### src/hazard_defs.svh
`ifndef HAZARD_DEFS_SVH
`define HAZARD_DEFS_SVH

// GPR index width, 32 architectural registers
`define REG_ADDR_W 5

// Program counter width
`define PC_W 32

// r0 reads as zero and a write to it is dropped
`define ZERO_REG {`REG_ADDR_W{1'b0}}

`endif

### src/regPkg.sv
`default_nettype none
`include "hazard_defs.svh"

package regPkg;

	typedef logic [`REG_ADDR_W-1:0] regAddr_t; // GPR index

	typedef logic [`PC_W-1:0] pc_t; // Fetch address

	// Source of an execute-stage operand
	typedef enum logic [1:0] {
		FWD_NONE = 2'b00, // Register file value
		FWD_MEM  = 2'b01, // Bypass from memory stage
		FWD_WB   = 2'b10  // Bypass from writeback
	} fwdSel_t;

endpackage

`default_nettype wire

### src/ctrlPkg.sv
`default_nettype none

package ctrlPkg;

	// Data cache wait tracking
	typedef enum logic {
		DC_FREE = 1'b0, // No access outstanding
		DC_BUSY = 1'b1  // Memory stage waiting on dataOk
	} dcState_t;

endpackage

`default_nettype wire

### src/forwardUnit.sv
`timescale 1ns/1ps
`default_nettype none
`include "hazard_defs.svh"

module forwardUnit import regPkg::*; (
	input  regAddr_t exRs,
	input  regAddr_t exRt,
	input  regAddr_t idRs,
	input  regAddr_t idRt,
	input  regAddr_t memRd,
	input  regAddr_t wbRd,
	input  logic     memRfWr,
	input  logic     wbRfWr,
	input  logic     branchOp,
	output fwdSel_t  rsFwdSel,
	output fwdSel_t  rtFwdSel,
	output logic     branchRsFwd,
	output logic     branchRtFwd
);

	// A write to r0 never lands, so it must not be bypassed either
	function automatic logic regHit(
		input logic     wrEn,
		input regAddr_t dst,
		input regAddr_t src
	);
		return wrEn && (dst != `ZERO_REG) && (dst == src);
	endfunction

	// Youngest producer wins
	function automatic fwdSel_t pickSource(
		input logic memHit,
		input logic wbHit
	);
		if (memHit)
			return FWD_MEM;
		else if (wbHit)
			return FWD_WB;
		else
			return FWD_NONE;
	endfunction

	logic memHitRs;
	logic memHitRt;
	logic wbHitRs;
	logic wbHitRt;

	assign memHitRs = regHit(memRfWr, memRd, exRs);
	assign memHitRt = regHit(memRfWr, memRd, exRt);
	assign wbHitRs  = regHit(wbRfWr, wbRd, exRs);
	assign wbHitRt  = regHit(wbRfWr, wbRd, exRt);

	assign rsFwdSel = pickSource(memHitRs, wbHitRs); // ALU input A
	assign rtFwdSel = pickSource(memHitRt, wbHitRt); // ALU input B

	// Branch compare in decode only sees the memory stage
	assign branchRsFwd = branchOp && regHit(memRfWr, memRd, idRs);
	assign branchRtFwd = branchOp && regHit(memRfWr, memRd, idRt);

endmodule

`default_nettype wire

### src/stallUnit.sv
`timescale 1ns/1ps
`default_nettype none

module stallUnit import regPkg::*, ctrlPkg::*; (
	input  logic     clk,
	input  logic     rst,
	input  logic     bootHold,
	input  logic     icacheDataOk,
	input  logic     memException,
	input  logic     memEretFlush,
	input  logic     mulDivBusy,
	input  logic     hiLoAccess,
	input  logic     exDmRd,
	input  logic     exCp0Rd,
	input  logic     memDmRd,
	input  logic     memCp0Rd,
	input  logic     exRfWr,
	input  logic     memRfWr,
	input  logic     branchOp,
	input  logic     memDcacheEn,
	input  logic     dcacheDataOk,
	input  regAddr_t exRt,
	input  regAddr_t memRt,
	input  regAddr_t idRs,
	input  regAddr_t idRt,
	input  pc_t      idPc,
	input  pc_t      exPc,
	output logic     pcWr,
	output logic     ifIdWr,
	output logic     idExBubble,
	output logic     instReqEn,
	output logic     dcacheStall
);

	dcState_t dcState;
	dcState_t dcNext;

	logic exRtHit;
	logic memRtHit;
	logic flushReq;
	logic mulDivHaz;
	logic loadUseHaz;
	logic branchMemHaz;
	logic branchExHaz;
	logic freeze;

	// Decode sources against older destinations
	assign exRtHit  = (exRt == idRs) || (exRt == idRt);
	assign memRtHit = (memRt == idRs) || (memRt == idRt);

	assign flushReq  = memException || memEretFlush;
	assign mulDivHaz = mulDivBusy && hiLoAccess; // HI/LO not ready yet

	// Same PC in ID and EX means the decode slot is already a bubble
	assign loadUseHaz = (exDmRd || exCp0Rd) && exRtHit && (idPc != exPc);

	// Branch needs a value that is still in the load path
	assign branchMemHaz = branchOp && memRfWr && (memDmRd || memCp0Rd) && memRtHit;

	// Branch operand still being computed in execute
	assign branchExHaz = branchOp && exRfWr && exRtHit;

	always_comb begin
		if (bootHold)
			freeze = 1'b1;
		else if (!icacheDataOk)
			freeze = 1'b1; // No valid instruction back yet
		else if (flushReq)
			freeze = 1'b0; // Let the handler fetch proceed
		else if (mulDivHaz)
			freeze = 1'b1;
		else if (loadUseHaz)
			freeze = 1'b1;
		else if (branchMemHaz)
			freeze = 1'b1;
		else if (branchExHaz)
			freeze = 1'b1;
		else
			freeze = 1'b0;
	end

	assign pcWr       = !freeze;
	assign ifIdWr     = !freeze;
	assign instReqEn  = !freeze; // Hold off new fetch requests
	assign idExBubble = freeze;

	always_comb begin
		case (dcState)
			DC_FREE: begin
				if (memDcacheEn && !dcacheDataOk)
					dcNext = DC_BUSY;
				else
					dcNext = DC_FREE;
			end
			DC_BUSY: begin
				if (dcacheDataOk)
					dcNext = DC_FREE;
				else
					dcNext = DC_BUSY;
			end
			default: dcNext = DC_FREE;
		endcase
	end

	always_ff @(posedge clk) begin
		if (!rst)
			dcState <= DC_FREE;
		else
			dcState <= dcNext;
	end

	// Drops in the dataOk cycle itself, state follows at the edge
	assign dcacheStall = !dcacheDataOk && ((dcState == DC_BUSY) || memDcacheEn);

endmodule

`default_nettype wire

### src/hazardControl.sv
`timescale 1ns/1ps
`default_nettype none

module hazardControl import regPkg::*; (
	input  logic     clk,
	input  logic     rst,
	input  regAddr_t exRs,
	input  regAddr_t exRt,
	input  regAddr_t idRs,
	input  regAddr_t idRt,
	input  regAddr_t memRd,
	input  regAddr_t wbRd,
	input  regAddr_t memRt,
	input  logic     memRfWr,
	input  logic     wbRfWr,
	input  logic     exRfWr,
	input  logic     exDmRd,
	input  logic     memDmRd,
	input  logic     exCp0Rd,
	input  logic     memCp0Rd,
	input  logic     branchOp,
	input  pc_t      idPc,
	input  pc_t      exPc,
	input  logic     bootHold,
	input  logic     icacheDataOk,
	input  logic     memException,
	input  logic     memEretFlush,
	input  logic     mulDivBusy,
	input  logic     hiLoAccess,
	input  logic     memDcacheEn,
	input  logic     dcacheDataOk,
	output fwdSel_t  rsFwdSel,
	output fwdSel_t  rtFwdSel,
	output logic     branchRsFwd,
	output logic     branchRtFwd,
	output logic     pcWr,
	output logic     ifIdWr,
	output logic     idExBubble,
	output logic     instReqEn,
	output logic     dcacheStall
);

	forwardUnit u_forward (
		.exRs        (exRs),
		.exRt        (exRt),
		.idRs        (idRs),
		.idRt        (idRt),
		.memRd       (memRd),
		.wbRd        (wbRd),
		.memRfWr     (memRfWr),
		.wbRfWr      (wbRfWr),
		.branchOp    (branchOp),
		.rsFwdSel    (rsFwdSel),
		.rtFwdSel    (rtFwdSel),
		.branchRsFwd (branchRsFwd),
		.branchRtFwd (branchRtFwd)
	);

	stallUnit u_stall (
		.clk          (clk),
		.rst          (rst),
		.bootHold     (bootHold),
		.icacheDataOk (icacheDataOk),
		.memException (memException),
		.memEretFlush (memEretFlush),
		.mulDivBusy   (mulDivBusy),
		.hiLoAccess   (hiLoAccess),
		.exDmRd       (exDmRd),
		.exCp0Rd      (exCp0Rd),
		.memDmRd      (memDmRd),
		.memCp0Rd     (memCp0Rd),
		.exRfWr       (exRfWr),
		.memRfWr      (memRfWr),
		.branchOp     (branchOp),
		.memDcacheEn  (memDcacheEn),
		.dcacheDataOk (dcacheDataOk),
		.exRt         (exRt),
		.memRt        (memRt),
		.idRs         (idRs),
		.idRt         (idRt),
		.idPc         (idPc),
		.exPc         (exPc),
		.pcWr         (pcWr),
		.ifIdWr       (ifIdWr),
		.idExBubble   (idExBubble),
		.instReqEn    (instReqEn),
		.dcacheStall  (dcacheStall)
	);

endmodule

`default_nettype wire

### config.mk
export PLATFORM = sky130hd
export DESIGN_NAME = hazardControl
export DESIGN_NICKNAME = d
export VERILOG_FILES = /design/src/regPkg.sv /design/src/ctrlPkg.sv /design/src/forwardUnit.sv /design/src/stallUnit.sv /design/src/hazardControl.sv
export VERILOG_INCLUDE_DIRS = /design/src
export SDC_FILE = /design/constraint.sdc
export NUM_CORES = 1
export LEC_CHECK = 0
export ABC_AREA = 1
export BUFFER_PORTS_ARGS = -buffer_cell sky130_fd_sc_hd__buf_2
export CAP_MARGIN = 5
export CELL_PAD_IN_SITES_DETAIL_PLACEMENT = 0
export CELL_PAD_IN_SITES_GLOBAL_PLACEMENT = 1
export CORE_MARGIN = 1
export CORE_UTILIZATION = 22
export CTS_BUF_LIST = sky130_fd_sc_hd__clkbuf_16
export DETAILED_ROUTE_END_ITERATION = 6
export PLACE_DENSITY_LB_ADDON = 0.1
export SLEW_MARGIN = 20
export SYNTH_ARGS = -nofsm -noshare
export SYNTH_HDL_FRONTEND = slang
export SYNTH_SLANG_ARGS = --single-unit
export TNS_END_PERCENT = 1
### constraint.sdc
create_clock -name clk -period 1.4 [get_ports clk]
set_input_delay 0.14 -clock clk [delete_from_list [all_inputs] [get_ports clk]]
set_output_delay 0.14 -clock clk [all_outputs]
set_load 0.02 [all_outputs]
### Yosys cells after proc, flatten, opt, wreduce, memory -nomap -nowiden

Index checks and enable logic that the tools add are counted.

| operators by class | value |
|---|---|
| equal/unequal tests | 11 |
| reductions and logical operators | 30 |
| bitwise logic cells | 1 |
| multiplexer cells | 14 |

Operators with widths:

| operator | count |
|---|---|
| 5-bit == test | 10 |
| 32-bit != test | 1 |
| 1-bit logical AND | 20 |
| 5-bit nonzero test | 2 |
| 1-bit 2-to-1 mux | 9 |
| 2-bit 2-to-1 mux | 4 |
| 1-bit logical OR | 6 |
| 1-bit zero test | 2 |
| 1-bit one-hot mux with 2 select lines | 1 |
| 1-bit NOT | 1 |

| storage, ports and cells | value |
|---|---|
| output and inout bits | 11 |
| register bits after elaboration | 1 |
| logic and storage cells | 57 |

### Depth between registers and ports, before layout

| logic depth | value |
|---|---|
| depth after elaboration | 11 |
| gate-level depth with buffers | 13 |

### Modules after synthesis

A second synthesis with hierarchy kept.

| second synthesis, totals | value |
|---|---|
| cells, all modules | 313 |
| area total of the unflattened synthesis | 1495.2 um^2 |

By module, submodules not included:

| module | seq. area each (um^2) | area each (um^2) | times used | cells each |
|---|---|---|---|---|
| stallUnit | 20.0 | 964.7 | 1 | 207 |
| forwardUnit | 0.0 | 530.5 | 1 | 106 |

### Worst setup path before layout

No wires, ideal clock.

| timing | value |
|---|---|
| path kind | input -> output |
| start point | in exRt[0] |
| end point | out instReqEn |
| data arrival time | 1480 ps |
| setup slack | -220 ps |
| stages on the path | 13 |
| cell sequence | clkbuf_2 nand2_1 inv_1 nor2_1 nor2_1 nand3_1 nand2_1 nand2_1 nand2_1 inv_1 nand3_2 a21oi_1 buf_4 |

| between the ends | value |
|---|---|
| word-level cells in the longest chain between the ends | 11 |
| elaborated cells between the ends (all ways) | 14 |
| classes of those cells | eq/ne (2); mux (7); reduce/logical (5) |

Ends and longest elaborated chain:

| item | RTL line | text |
|---|---|---|
| from (decl) | hazardControl.sv:8 | `input regAddr_t exRt,` |
| 5-bit == test | stallUnit.sv:48 | `assign exRtHit = (exRt == idRs) \|\| (exRt == idRt);` |
| 1-bit logical OR * | stallUnit.sv:48 |  |
| 1-bit logical AND | stallUnit.sv:61 | `assign branchExHaz = branchOp && exRfWr && exRtHit;` |
| 1-bit 2-to-1 mux | stallUnit.sv:76 | `else if (branchExHaz)` |
| 1-bit 2-to-1 mux | stallUnit.sv:74 | `else if (branchMemHaz)` |
| 1-bit 2-to-1 mux * | stallUnit.sv:72 | `else if (loadUseHaz)` |
| 1-bit 2-to-1 mux * | stallUnit.sv:70 | `else if (mulDivHaz)` |
| 1-bit 2-to-1 mux * | stallUnit.sv:68 | `else if (flushReq)` |
| 1-bit 2-to-1 mux * | stallUnit.sv:66 | `else if (!icacheDataOk)` |
| 1-bit 2-to-1 mux * | stallUnit.sv:64 | `if (bootHold)` |
| 1-bit zero test * | n/a |  |
| to (decl) | hazardControl.sv:39 | `output logic instReqEn,` |

Every way passes the cells marked *; elsewhere a longest branch is shown, timed or not.

### Worst setup path after layout

| timing | value |
|---|---|
| start point | in exPc[27] |
| end point | out pcWr |

| between the ends | value |
|---|---|
| word-level cells in the longest chain between the ends | 8 |

Ends and longest elaborated chain:

| item | RTL line | text |
|---|---|---|
| from (decl) | hazardControl.sv:23 | `input pc_t exPc,` |
| 32-bit != test | stallUnit.sv:55 | `assign loadUseHaz = (exDmRd \|\| exCp0Rd) && exRtHit && (idPc != exPc);` |
| 1-bit logical AND | stallUnit.sv:55 |  |
| 1-bit 2-to-1 mux | stallUnit.sv:72 |  |
| 1-bit 2-to-1 mux | stallUnit.sv:70 |  |
| 1-bit 2-to-1 mux | stallUnit.sv:68 |  |
| 1-bit 2-to-1 mux | stallUnit.sv:66 |  |
| 1-bit 2-to-1 mux | stallUnit.sv:64 |  |
| 1-bit zero test | stallUnit.sv:82 | `assign pcWr = !freeze;` |
| to (decl) | hazardControl.sv:36 | `output logic pcWr,` |

Every way passes these cells.

==> impl_metrics.py <==
metrics = {
    "status": {
        "status": "finished, violations left",
        "violations": "negative setup slack",
    },
    "worst_setup_path": {
        "cp-start-kind": "primary input",
        "crit_arrival_ns": 1.33,
        "cp_cell_sequence": "buf_2, xnor2_2, nand2_1, nor2_1, nand2_1, nor2_2, nand2_1, nand2_2, nand3_4, a21oi_4, buf_6",
        "critPathKind": "primary input to primary output",
        "cp-end-kind": "primary output",
        "crit_path_top_delay_cell": "a21oi_4",
        "cp.required_ns": 1.26,
        "cp_max_fo": 3,
        "path_common_cell": "nand2_1",
        "max_stage_delay_ns": 0.20,
    },
    "finish": {
        "fin_util_pct": 39.2,
        "areaGrowthSynthToFinish_pct": 68.6,
        "largest-register": "u_stall.dcState",
        "layout_common_cells": "buf_2, nand2_1, inv_1, xnor2_1, nor2_1",
        "final_net_count": 520,
        "largest_reg_flops": 1,
        "layout-drive-gt1-share_pct": 41.9,
        "design_area_mm2": 0.00236,
        "reg_top3": "u_stall.dcState (1)",
        "final_common_cell": "buf_2",
        "antennaDiodeCount": 0,
        "fill_cells": 696,
        "fin_cells": 476,
    },
    "hold_path": {
        "min_path_type": "primary input to flip-flop",
    },
    "global_routing": {
        "grt_pass1_wl_um": 6800,
        "antenna_found_initial": 0,
        "grtUsageTotal_pct": 12.5,
        "overflow": 0,
        "grt_max_degree": 7,
        "grt_pass1_vias": 1645,
    },
    "clocking": {
        "clkTransAtPathRegs_ns": 0,
        "holdBufCountCts": 0,
        "clock_latency_ns": 0,
        "cts_setup_buffers": 0,
    },
    "floorplan": {
        "coreArea_mm2": 0.00603,
        "die_x_um": 81.8,
        "dieArea_mm2": 0.00670,
        "die_h_um": 81.8,
        "initial_core_util_pct": 23.3,
        "pin_count": 128,
        "rows": 28,
    },
    "synthesis": {
        "ys_seq_area_share_pct": 1.43,
        "synth_top_cells_by_area": "nand2_1, xnor2_1, inv_1",
        "synth.distinct_cells": 26,
        "synth_warnings": 0,
        "syn_inst": 271,
        "synth_top_area_share_pct": 27.3,
        "synth-seq-cells": 1,
        "yosysTopAreaCell": "nand2_1",
        "syn_area_mm2": 0.00140,
        "syn-mean-instance-area_um2": 5.18,
        "syn-num-nets": 388,
    },
    "pwr": {
        "powerDensity_mw_per_mm2": 292,
        "p_leak_nw": 1.40,
        "ir_worst_vdd_uv": 202,
    },
    "detailed_routing": {
        "routedWlPerCell_um": 9.58,
        "vias": 1909,
        "vias_per_cell": 4.01,
        "drt_iter0_markers": 23,
        "antenna_left": 0,
        "drc": 0,
        "drtPass1Iterations": 4,
        "totalWireLength_um": 4560,
    },
    "sta": {
        "whs_ns": 0.323,
        "finalSetupViolCount": 3,
        "fin_crit_sh_pct": 105,
        "hold_viol_final": 0,
        "rsz0062_at_grt": "yes",
        "tightest_slew_ns": 0.274,
        "clock_skew_ns": 0,
        "setup_ws_ns": -0.0681,
        "drv_slew": 0,
        "slew-limit-headroom_pct": 81.6,
        "fmax_ghz": 0.681,
        "period_needed_ns": 1.47,
    },
    "placement": {
        "finalWeightedCongestion": 0.729,
        "place_hpwl_um": 4120,
        "portBuffers": 127,
        "placed_cells": 476,
        "dpl_cell_area_mm2": 0.00218,
    },
    "flow_run": {
        "maxCapViolCount": 0,
    },
}
==> what timing repair did <==
| action | CTS | global route |
|---|---|---|
| setup endpoints to repair | 4 | 7 |
| pin swaps | 1 | 23 |
| resized for setup | 5 | 34 |
==> routing by layer <==
layer | track usage, % | part of all wire [%] | wire length [um]
met1 | 15.1 | 42 | 1900
met3 | 2.89 | 8.9 | 407
met5 | 0 | 0 | 0
met4 | 0 | 0 | 0
met2 | 23.5 | 49 | 2260
==> critical path: cells and delay by family <==
kind,cells,cell delay (ns)
compound gates,1,0.20
simple gates,7,0.59
xor+xnor,1,0.14
buf+inv,2,0.25
==> report_power, final <==
group | leakage [nW] | internal [mW] | switching (mW)
Combinational | 1.39 | 0.351 | 0.308
Sequential | 0.00823 | 0.0305 | 0.000338
Clock | 0 | 0 | 0
==> final cells by class <==
class	count	area, um2	area share (%)
Timing Repair Buffer	139	803	34.0
Inverter	45	169	7.14
Multi-Input combinational cell	216	1280	54.1
Sequential cell	1	20.0	0.847
Tap cell	75	93.8	3.97
==> Yosys cell counts <==
master / instances
nand3_2: 1
inv_1: 44
inv_2: 1
buf_2: 2
o21ai_1: 1
o21ai_0: 2
or2_2: 2
nor3b_1: 1
o211ai_1: 2
o41ai_1: 1
xor2_1: 11
a21oi_1: 2
nor4_2: 2
dfxtp_1: 1
o2111ai_1: 2
clkbuf_2: 2
nor3_1: 2
nor2_1: 32
o211a_1: 1
nand2_1: 102
nand3_1: 7
clkbuf_1: 1
buf_4: 4
nand4_1: 2
xnor2_1: 41
nor4_1: 2
==> per-stage QoR <==
step	power (mW)	setup slack (ns)	TNS, ns
3_3_place_gp	0.629	-0.0887	-0.305
5_1_grt	0.767	-0.229	-0.834
3_5_place_dp	0.632	-0.0873	-0.299
2_1_floorplan	0.349	0.0146	0
4_1_cts	0.639	-0.0497	-0.162
6_report	0.689	-0.0681	-0.201
==> worst paths after layout <==
path	startpoint	end	slack (ns)	depth (start not counted)
min reg2reg	u_stall.dcState	u_stall.dcState	0.52	2
min	dcacheDataOk	u_stall.dcState	0.32	2
max	exPc[27]	pcWr	-0.07	11
max reg2reg	u_stall.dcState	u_stall.dcState	0.81	2
==> cell families (layout without fill, tap and decap cells) <==
family          after synthesis  after routing  synth area share (%)
xor+xnor                     52             52                  32.5
buf+inv                      54            184                  15.9
flops                         1              1                  1.43
simple gates                153            153                  44.8
compound gates               11             11                  5.44
Power figures use the tool's default switching activity.
